--- config.mk ---
export PLATFORM = sky130hd
export DESIGN_NAME = rv32_decoder
export DESIGN_NICKNAME = d
export VERILOG_FILES = /design/src/logic/decode_pkg.sv /design/src/logic/opcode_class.sv /design/src/logic/imm_gen.sv /design/src/logic/fault_check.sv /design/src/logic/stage_microcode.sv /design/src/logic/rv32_decoder.sv
export SDC_FILE = /design/constraint.sdc
export NUM_CORES = 1
export LEC_CHECK = 0
export ABC_AREA = 1
export CAP_MARGIN = 25
export CORE_UTILIZATION = 60
export DETAILED_ROUTE_END_ITERATION = 8
export DONT_BUFFER_PORTS = 1
export GPL_TIMING_DRIVEN = 1
export PLACE_DENSITY = 0.72
export SLEW_MARGIN = 20
export SYNTH_ARGS = -nofsm -noshare
export SYNTH_HDL_FRONTEND = slang
export SYNTH_SLANG_ARGS = --single-unit
--- constraint.sdc ---
create_clock -name clk -period 2.4 [get_ports clk]
set_input_delay 0.48 -clock clk [delete_from_list [all_inputs] [get_ports clk]]
set_output_delay 0.48 -clock clk [all_outputs]
set_load 0.02 [all_outputs]
--- src/logic/decode_pkg.sv ---
package decode_pkg;

    // Instruction field widths
    localparam int INSTR_W   = 32;
    localparam int REG_IDX_W = 4;  // Sixteen registers, RV32E style

    typedef logic [INSTR_W-1:0]   instr_t;
    typedef logic [INSTR_W-1:0]   imm_t;
    typedef logic [REG_IDX_W-1:0] reg_idx_t;
    typedef logic [2:0]           funct3_t;
    typedef logic [6:0]           funct7_t;
    typedef logic [6:0]           opcode_t;

    // Base opcodes, low two bits always 11
    localparam opcode_t OPC_LUI    = 7'b0110111;
    localparam opcode_t OPC_AUIPC  = 7'b0010111;
    localparam opcode_t OPC_JAL    = 7'b1101111;
    localparam opcode_t OPC_JALR   = 7'b1100111;
    localparam opcode_t OPC_BRANCH = 7'b1100011;
    localparam opcode_t OPC_LOAD   = 7'b0000011;
    localparam opcode_t OPC_STORE  = 7'b0100011;
    localparam opcode_t OPC_OPIMM  = 7'b0010011;
    localparam opcode_t OPC_OP     = 7'b0110011;

    typedef enum logic [3:0] {
        CLS_LUI,
        CLS_AUIPC,
        CLS_JAL,
        CLS_JALR,
        CLS_BRANCH,
        CLS_LOAD,
        CLS_STORE,
        CLS_OPIMM,
        CLS_OP,
        CLS_INVALID
    } instr_class_e;

    // Write-back source select
    typedef enum logic [1:0] {
        WB_ALU = 2'd0,
        WB_IMM = 2'd1,
        WB_MEM = 2'd2,
        WB_NPC = 2'd3  // Link address
    } wb_src_e;

    // Next-PC select
    typedef enum logic [1:0] {
        PC_NPC    = 2'd0,
        PC_JALR   = 2'd1,  // rs1 + imm, bit 0 cleared
        PC_OFFSET = 2'd2,  // pc + imm
        PC_BRANCH = 2'd3   // pc + imm when taken
    } pc_sel_e;

    typedef struct packed {
        logic     en;
        reg_idx_t rs1;
        reg_idx_t rs2;
    } rd_rf_t;

    typedef struct packed {
        logic    en;
        logic    is_branch;
        logic    alt;     // SUB / SRA / SRAI
        funct3_t funct3;
    } ex_alu_t;

    typedef struct packed {
        logic    en;
        logic    is_store;
        funct3_t funct3;  // Access size and sign
    } ma_mem_t;

    typedef struct packed {
        logic     en;
        reg_idx_t rd;
    } wb_rf_t;

    typedef struct packed {
        logic    alu_a_pc;
        logic    alu_b_imm;
        wb_src_e wb_src;
    } mux_sel_t;

endpackage

--- src/logic/opcode_class.sv ---
`timescale 1ns/100ps

module opcode_class
    import decode_pkg::*;
(
    input  opcode_t      opcode,
    output instr_class_e cls
);

    // Full 7-bit compare, so bad low bits land in the default arm
    always_comb begin
        case (opcode)
            OPC_LUI:    cls = CLS_LUI;
            OPC_AUIPC:  cls = CLS_AUIPC;
            OPC_JAL:    cls = CLS_JAL;
            OPC_JALR:   cls = CLS_JALR;
            OPC_BRANCH: cls = CLS_BRANCH;
            OPC_LOAD:   cls = CLS_LOAD;
            OPC_STORE:  cls = CLS_STORE;
            OPC_OPIMM:  cls = CLS_OPIMM;
            OPC_OP:     cls = CLS_OP;
            default:    cls = CLS_INVALID;  // FENCE, SYSTEM and the rest
        endcase
    end

    // Compressed encodings never reach a base class
    a_cls_low_bits: assert property (@(cls) (opcode[1:0] != 2'b11) |-> (cls == CLS_INVALID))
        else $error("opcode_class: opcode %b decoded as class %0d", opcode, cls);

endmodule

--- src/logic/imm_gen.sv ---
`timescale 1ns/100ps

module imm_gen
    import decode_pkg::*;
(
    input  logic         clk,
    input  logic         rst,
    input  logic [24:0]  instr_hi,  // instr[31:7]
    input  instr_class_e cls,
    output imm_t         imm
);

    instr_t w;      // Rebuilt word so bit numbers match the spec
    imm_t   imm_d;

    assign w = {instr_hi, 7'b0};

    always_comb begin
        case (cls)
            CLS_LUI,
            CLS_AUIPC: begin
                imm_d = {w[31:12], 12'b0};  // U
            end
            CLS_JAL: begin
                imm_d = {{12{w[31]}}, w[19:12], w[20], w[30:21], 1'b0};
            end
            CLS_BRANCH: begin
                imm_d = {{20{w[31]}}, w[7], w[30:25], w[11:8], 1'b0};
            end
            CLS_STORE: begin
                imm_d = {{20{w[31]}}, w[31:25], w[11:7]};
            end
            default: begin
                // I format, also harmless for OP and invalid
                imm_d = {{20{w[31]}}, w[31:20]};
            end
        endcase
    end

    always_ff @(posedge clk) begin
        if (rst) begin
            imm <= '0;
        end else begin
            imm <= imm_d;
        end
    end

endmodule

--- src/logic/fault_check.sv ---
`timescale 1ns/100ps

module fault_check
    import decode_pkg::*;
(
    input  logic         clk,
    input  logic         rst,
    input  instr_class_e cls,
    input  funct3_t      funct3,
    input  funct7_t      funct7,
    input  logic [4:0]   rd,
    input  logic [4:0]   rs1,
    input  logic [4:0]   rs2,
    output logic         fault
);

    logic bad_class;
    logic bad_rs1;
    logic bad_rs2;
    logic bad_rd;
    logic bad_funct3;
    logic bad_funct7;
    logic f7_zero;
    logic f7_alt;

    assign f7_zero = (funct7 == 7'b0000000);
    assign f7_alt  = (funct7 == 7'b0100000);

    assign bad_class = (cls == CLS_INVALID);

    // Only x0..x15 exist
    assign bad_rs1 = rs1[4] && !(cls inside {CLS_LUI, CLS_AUIPC, CLS_JAL});
    assign bad_rs2 = rs2[4] && (cls inside {CLS_OP, CLS_STORE, CLS_BRANCH});
    assign bad_rd  = rd[4] && !(cls inside {CLS_STORE, CLS_BRANCH});

    always_comb begin
        case (cls)
            CLS_JALR:   bad_funct3 = (funct3 != 3'd0);
            CLS_LOAD:   bad_funct3 = (funct3 inside {3'd3, 3'd6, 3'd7});
            CLS_STORE:  bad_funct3 = (funct3 >= 3'd3);
            CLS_BRANCH: bad_funct3 = (funct3 inside {3'd2, 3'd3});
            default:    bad_funct3 = 1'b0;
        endcase
    end

    always_comb begin
        case (cls)
            CLS_OP: begin
                // Alternate encoding only for SUB and SRA
                bad_funct7 = !(f7_zero || (f7_alt && (funct3 inside {3'd0, 3'd5})));
            end
            CLS_OPIMM: begin
                if (funct3 == 3'd1) begin
                    bad_funct7 = !f7_zero;          // SLLI
                end else if (funct3 == 3'd5) begin
                    bad_funct7 = !(f7_zero || f7_alt);  // SRLI / SRAI
                end else begin
                    bad_funct7 = 1'b0;              // Upper bits are immediate
                end
            end
            default: bad_funct7 = 1'b0;
        endcase
    end

    always_ff @(posedge clk) begin
        if (rst) begin
            fault <= 1'b0;
        end else begin
            fault <= bad_class | bad_rs1 | bad_rs2 | bad_rd | bad_funct3 | bad_funct7;
        end
    end

    a_fault_known: assert property (@(posedge clk) disable iff (rst) !$isunknown(fault))
        else $error("fault_check: fault is unknown");

endmodule

--- src/logic/stage_microcode.sv ---
`timescale 1ns/100ps

module stage_microcode
    import decode_pkg::*;
(
    input  logic         clk,
    input  logic         rst,
    input  instr_class_e cls,
    input  funct3_t      funct3,
    input  logic         alt_bit,  // instr[30]
    input  reg_idx_t     rs1,
    input  reg_idx_t     rs2,
    input  reg_idx_t     rd,
    output rd_rf_t       rd_rf,
    output ex_alu_t      ex_alu,
    output ma_mem_t      ma_mem,
    output wb_rf_t       wb_rf,
    output pc_sel_e      pc_sel,
    output mux_sel_t     mux_sel
);

    rd_rf_t   rd_rf_d;
    ex_alu_t  ex_alu_d;
    ma_mem_t  ma_mem_d;
    wb_rf_t   wb_rf_d;
    pc_sel_e  pc_sel_d;
    mux_sel_t mux_sel_d;

    always_comb begin
        rd_rf_d.en  = !(cls inside {CLS_LUI, CLS_AUIPC, CLS_JAL, CLS_INVALID});
        rd_rf_d.rs1 = rs1;
        rd_rf_d.rs2 = rs2;

        ex_alu_d.en        = !(cls inside {CLS_LUI, CLS_JAL, CLS_INVALID});
        ex_alu_d.is_branch = (cls == CLS_BRANCH);
        ex_alu_d.alt       = alt_bit &&
                             (((cls == CLS_OP) && (funct3 inside {3'd0, 3'd5})) ||
                              ((cls == CLS_OPIMM) && (funct3 == 3'd5)));
        ex_alu_d.funct3    = (cls inside {CLS_OP, CLS_OPIMM, CLS_BRANCH}) ? funct3 : '0;

        ma_mem_d.en       = (cls inside {CLS_LOAD, CLS_STORE});
        ma_mem_d.is_store = (cls == CLS_STORE);
        ma_mem_d.funct3   = funct3;

        wb_rf_d.en = !(cls inside {CLS_STORE, CLS_BRANCH, CLS_INVALID});
        wb_rf_d.rd = rd;

        mux_sel_d.alu_a_pc  = (cls == CLS_AUIPC);
        mux_sel_d.alu_b_imm = !(cls inside {CLS_BRANCH, CLS_OP});

        // Defaults cover ALU results falling through to pc + 4
        pc_sel_d         = PC_NPC;
        mux_sel_d.wb_src = WB_ALU;
        case (cls)
            CLS_LUI:    mux_sel_d.wb_src = WB_IMM;
            CLS_LOAD:   mux_sel_d.wb_src = WB_MEM;
            CLS_BRANCH: pc_sel_d = PC_BRANCH;
            CLS_JAL: begin
                pc_sel_d         = PC_OFFSET;
                mux_sel_d.wb_src = WB_NPC;
            end
            CLS_JALR: begin
                pc_sel_d         = PC_JALR;
                mux_sel_d.wb_src = WB_NPC;
            end
            default: ;
        endcase
    end

    always_ff @(posedge clk) begin
        if (rst) begin
            rd_rf   <= '0;
            ex_alu  <= '0;
            ma_mem  <= '0;
            wb_rf   <= '0;
            pc_sel  <= PC_NPC;
            mux_sel <= '0;
        end else begin
            rd_rf   <= rd_rf_d;
            ex_alu  <= ex_alu_d;
            ma_mem  <= ma_mem_d;
            wb_rf   <= wb_rf_d;
            pc_sel  <= pc_sel_d;
            mux_sel <= mux_sel_d;
        end
    end

    // Address generation goes through the ALU
    a_mem_needs_alu: assert property (@(posedge clk) disable iff (rst) ma_mem.en |-> ex_alu.en)
        else $error("stage_microcode: memory stage enabled without ALU stage");

endmodule

--- src/logic/rv32_decoder.sv ---
`timescale 1ns/100ps

module rv32_decoder
    import decode_pkg::*;
(
    input  logic     clk,
    input  logic     rst,
    input  instr_t   instr,
    output imm_t     imm,
    output mux_sel_t mux_sel,
    output rd_rf_t   rd_rf,
    output ex_alu_t  ex_alu,
    output ma_mem_t  ma_mem,
    output wb_rf_t   wb_rf,
    output pc_sel_e  pc_sel,
    output logic     fault
);

    opcode_t      opcode;
    funct3_t      funct3;
    funct7_t      funct7;
    logic [4:0]   rd;
    logic [4:0]   rs1;
    logic [4:0]   rs2;
    instr_class_e cls;

    // Field split
    assign opcode = instr[6:0];
    assign rd     = instr[11:7];
    assign funct3 = instr[14:12];
    assign rs1    = instr[19:15];
    assign rs2    = instr[24:20];
    assign funct7 = instr[31:25];

    opcode_class u_class (
        .opcode (opcode),
        .cls    (cls)
    );

    imm_gen u_imm (
        .clk      (clk),
        .rst      (rst),
        .instr_hi (instr[31:7]),
        .cls      (cls),
        .imm      (imm)
    );

    fault_check u_fault (
        .clk    (clk),
        .rst    (rst),
        .cls    (cls),
        .funct3 (funct3),
        .funct7 (funct7),
        .rd     (rd),
        .rs1    (rs1),
        .rs2    (rs2),
        .fault  (fault)
    );

    // Index bit 4 is only checked in u_fault
    stage_microcode u_micro (
        .clk     (clk),
        .rst     (rst),
        .cls     (cls),
        .funct3  (funct3),
        .alt_bit (instr[30]),
        .rs1     (rs1[3:0]),
        .rs2     (rs2[3:0]),
        .rd      (rd[3:0]),
        .rd_rf   (rd_rf),
        .ex_alu  (ex_alu),
        .ma_mem  (ma_mem),
        .wb_rf   (wb_rf),
        .pc_sel  (pc_sel),
        .mux_sel (mux_sel)
    );

endmodule

-- After elaboration in Yosys (flattened, before gate mapping)
Cells that the tools add are included.
- mux-type cells: 8
- order comparisons: 1
- reduce and logical (&&, ||, !) cells: 38
- eq/ne operators: 25
- bitwise logic cells: 6
- operators by type and width (operator ; count):
    $pmux 31 s4 ; 1
    $pmux 4 s9 ; 1
    $eq 7x6->1 const B ; 4
    $eq 7x7->1 const B ; 3
    $reduce_bool 3->1 ; 7
    $eq 4x3->1 const B ; 4
    $eq 7x5->1 const B ; 2
    $pmux 2 s3 ; 2
    $reduce_bool 2->1 ; 5
    $eq 3x3->1 const B ; 3
    $logic_not 1->1 ; 9
    $eq 4x2->1 const B ; 2
    $eq 4x4->1 const B ; 2
    $eq 7x2->1 const B ; 1
    $logic_and 1x1->1 ; 7
    $logic_not 7->1 ; 1
    $eq 3x2->1 const B ; 2
    $reduce_or 2->1 ; 3
    $or 1x1->1 ; 5
    $eq 4x1->1 const B ; 1
    $logic_not 4->1 ; 1
    $pmux 1 s4 ; 1
    $reduce_bool 4->1 ; 1
    $eq 3x1->1 const B ; 1
    6 further kinds ; 9
- logic and storage cells: 96
- register bits after elaboration: 64
- output and inout bits: 64
- input bits: 34

-- Longest topological paths before layout
- word-level depth: 11
- mapped depth: 12
- gate-level depth less buffers: 12

-- Modules after synthesis
Synthesis repeated with hierarchy kept, for this count alone.
- cells, all modules: 338
- area total of the unflattened synthesis: 2541.2 µm²
- modules (own cells, without submodules) (module ; times used ; cells an instance ; area an instance (µm²)):
    imm_gen ; 1 ; 120 ; 1127.3
    stage_microcode ; 1 ; 114 ; 967.2
    fault_check ; 1 ; 63 ; 272.8
    opcode_class ; 1 ; 41 ; 173.9

-- Worst setup path after synthesis
OpenSTA, ideal clock, no wires.
- kind: in2reg
- from: input instr[1]
- to: register u_imm.imm[4]
- path buffers: 0
- path slack: 690 ps
- setup time: 115 ps
- stages on the path: 10
- arrival time: 1595 ps
- cells stage by stage: nand2_1 -> nor2_4 -> nand2_2 -> inv_2 -> a31oi_4 -> nand3_4 -> nand2_1 -> nand2_2 -> nand3_1 -> nand2_1
- cells in the longest elaborated chain, start to end: 5
- ends and longest elaborated chain (element ; line ; RTL):
    start, declared ; rv32_decoder.sv:8 ; input instr_t instr,
    $eq 7x6->1, or another cell as far along ; opcode_class.sv:12 ; case (opcode)
    $pmux 4 s9 * ; opcode_class.sv:12 ;
    $eq 4x1->1 or $logic_not 4->1 (tied branches) ; imm_gen.sv:19 ; case (cls)
    $reduce_or 2->1 ; imm_gen.sv:19 ;
    $pmux 31 s4 * ; imm_gen.sv:19 ;
    end signal, assigned ; imm_gen.sv:44 ; imm <= imm_d;
    end, declared ; imm_gen.sv:10 ; output imm_t imm
Every way passes the cells marked *; elsewhere a longest branch is shown, timed or not.
A chain may end at the register's enable or synchronous reset.

-- Worst setup path after layout
- from: input instr[1]
- to: register u_imm.imm[25]
The elaborated chain is that of the path after synthesis.

==> metrics.yaml <==
cellPowerDensity_mw_per_mm2: 986
setup_violations: 0
endpoint: "u_imm.imm[25]"
worstPathBufferInverterCount: 1
max_freq_ghz: 0.602
cts_resized: 0
htreeDepth: 3
place.gp.congestion: 0.924
core_area_mm2: 0.00372
grt_max_degree: 29
yosysTopAreaCellShare_pct: 54.2
cts_tree: "built"
critPathSlowestCell: "a31oi_4"
drv_cap: 0
synth_cells: 296
path_class: "input port to flip-flop"
io_pins: 98
nNetsFinal: 336
path_cells: "nand2_1 -> nor2_4 -> nand2_2 -> inv_2 -> a31oi_4 -> nand3_2 -> nand2_1 -> o31ai_1"
cts_buffers: 9
drive_gt1_share_pct: 12.4
syn-num-nets: 330
wl_per_cell_um: 15.0
die_h_um: 64.8
finalCriticalPeriod_ns: 1.66
holdWs_ns: 0.207
p_leak_uw: 0.00135
antenna_cells: 0
grtUsageTotal_pct: 27.7
slew_violations: 0
synth-seq-cells: 64
min_path_type: "input port to flip-flop"
crit_path_start_kind: "input port"
post-route-drc-count: 0
syn-cell-area_mm2: 0.00237
design.die.area_mm2: 0.00420
n_fill_cell: 309
num_rows: 22
area_growth_pct: 13.7
drtAntennaViolNets: 0
ys_types: 27
place.detailed.hpwl_um: 3710
crit_required_ns: 2.62
hold_buffers: 0
timing.critical_path.mode_cell: "nand2_1"
io_buffers: 0
cpPeakStageDelay_ns: 0.29
grt_pass1_wl_um: 8360
final_cell_area_mm2: 0.00269
slew-limit-headroom_pct: 66.2
grt_antenna_before_repair: 0
die_w_um: 64.8
drt_wl_total_um: 5320
endpoint_kind: "flip-flop"
post_cts_buffers: 0
synthTopCellsByArea: "dfxtp_1 (54%), nand2_1 (8.6%), inv_1 (7.1%)"
path_clk_slew_ns: 0.07
cp.depth: 8
vias_per_cell: 5.22
grt_overflow_total: 0
min_period_over_period_pct: 69.2
clock_path_buffers: 2
post_dp_cell_area_mm2: 0.00240
synth_warnings: 0
clock_sinks: 64
start_util_pct: 63.7
vias: 1853
dr.first_iter.drc_count: 105
yosysTopAreaCell: "dfxtp_1"
path_delay_family: "simple AND/OR/NAND/NOR gates"
ys_seq_area_share_pct: 54.2
ir_worst_vdd_mv: 0.580
arrival_ns: 1.88
p_total_uw: 2650
avgSynthCellArea_um2: 7.99
startpoint: "instr[1]"
rsz0062_at_grt: "no"
cp_max_fo: 11
fin_setup_tns_ns: 0
first_pass_iters: 4
worst_slew_pin_slew_ns: 0.504
cts-root-buf: "clkbuf_8"
status: "finished, final reports clean"
hold_viol: 0
grt_pass1_vias: 1736
[layout by cell type (no fill, tap or decap), types with 6 or more instances in the layout]
master and count:
inv_1 45, clkbuf_8 9, nor2_1 43, nand4_1 6, nand3_1 26, nand2_2 7, dfxtp_1 64, a21oi_1 8
nand2_1 54, o21ai_1 7
[layer usage]
metal / vias up / GRT usage [%] / share of wire, %
met3: 8 / 12.3 / 8.5
met5: - / 0 / 0
met2: 84 / 44.1 / 48
met4: 0 / 12.2 / 1.6
met1: 825 / 31.9 / 42
li1: 936 / - / -
[sequential cells by signal, summed over array words and instances (netlist names)]
| signal | count |
|---|---|
| u_micro.pc_sel | 2 |
| u_micro.mux_sel | 4 |
| u_fault.fault | 1 |
| u_micro.rd_rf | 9 |
| u_micro.ma_mem | 5 |
| u_micro.ex_alu | 6 |
| u_imm.imm | 32 |
| u_micro.wb_rf | 5 |
[worst min path at each step]
stage,startpoint,endpoint,slack [ns],depth (start not counted)
2_1_floorplan,instr[15],u_micro.rd_rf[4],0.60,2
6_report,rst,u_micro.ma_mem[3],0.21,1
4_1_cts,rst,u_micro.ma_mem[3],0.18,1
3_5_place_dp,rst,u_micro.pc_sel[1],0.56,1
3_3_place_gp,rst,u_micro.pc_sel[1],0.56,1
5_1_grt,rst,u_imm.imm[11],0.18,1
[metrics by stage]
stage                     util (%)  instances  setup slack, ns
after detailed placement      64.6        339            0.387
after floorplan                  -        296            0.690
after CTS                     72.4        355            0.758
final                         72.4        355            0.740
after global placement        64.6        339            0.413
after global routing          72.4        355            0.631
[power by group]
group	switching, uW	leakage [uW]	total [uW]	internal (uW)
sequential	89.1	0.000529	1210	1120
combinational	78.3	0.000679	115	36.4
clock	427	0.000140	1330	903
total	595	0.00135	2650	2060
[final cells by class]
| cell class | instances | area, um^2 | area share, % |
|---|---|---|---|
| tap | 48 | 60.1 | 2.23 |
| multi-input combinational | 176 | 867 | 32.2 |
| inverter | 51 | 191 | 7.12 |
| clock inverter | 7 | 166 | 6.19 |
| clock buffer | 9 | 124 | 4.60 |
| sequential | 64 | 1280 | 47.6 |
[logic make-up (layout without fill, tap and decap cells)]
kind of cell    count (synthesis)  in the layout  synth area share [%]
simple gates                  150            150                  29.7
flops                          64             64                  54.2
buf+inv                        56             67                  9.20
compound gates                 26             26                  6.93
[cells in the mapped netlist]
| library cell | instances |
|---|---|
| o21ai_0 | 4 |
| nand4_1 | 6 |
| clkbuf_1 | 3 |
| nand3_1 | 26 |
| nor2_4 | 2 |
| inv_2 | 5 |
| clkinv_1 | 1 |
| nand3_4 | 1 |
| buf_1 | 1 |
| nand2_2 | 7 |
| nand3_2 | 3 |
| nor2_8 | 1 |
| a31oi_4 | 1 |
| a31oi_1 | 1 |
| buf_6 | 1 |
| a21oi_1 | 8 |
| inv_1 | 45 |
| nor2_2 | 2 |
| o31ai_1 | 2 |
| o21ai_1 | 7 |
| o22ai_1 | 1 |
| nor3_1 | 5 |
| nor2_1 | 43 |
| dfxtp_1 | 64 |
| o2111a_1 | 1 |
| nand2_1 | 54 |
| o32ai_1 | 1 |
(Power assumes the default switching activity.)
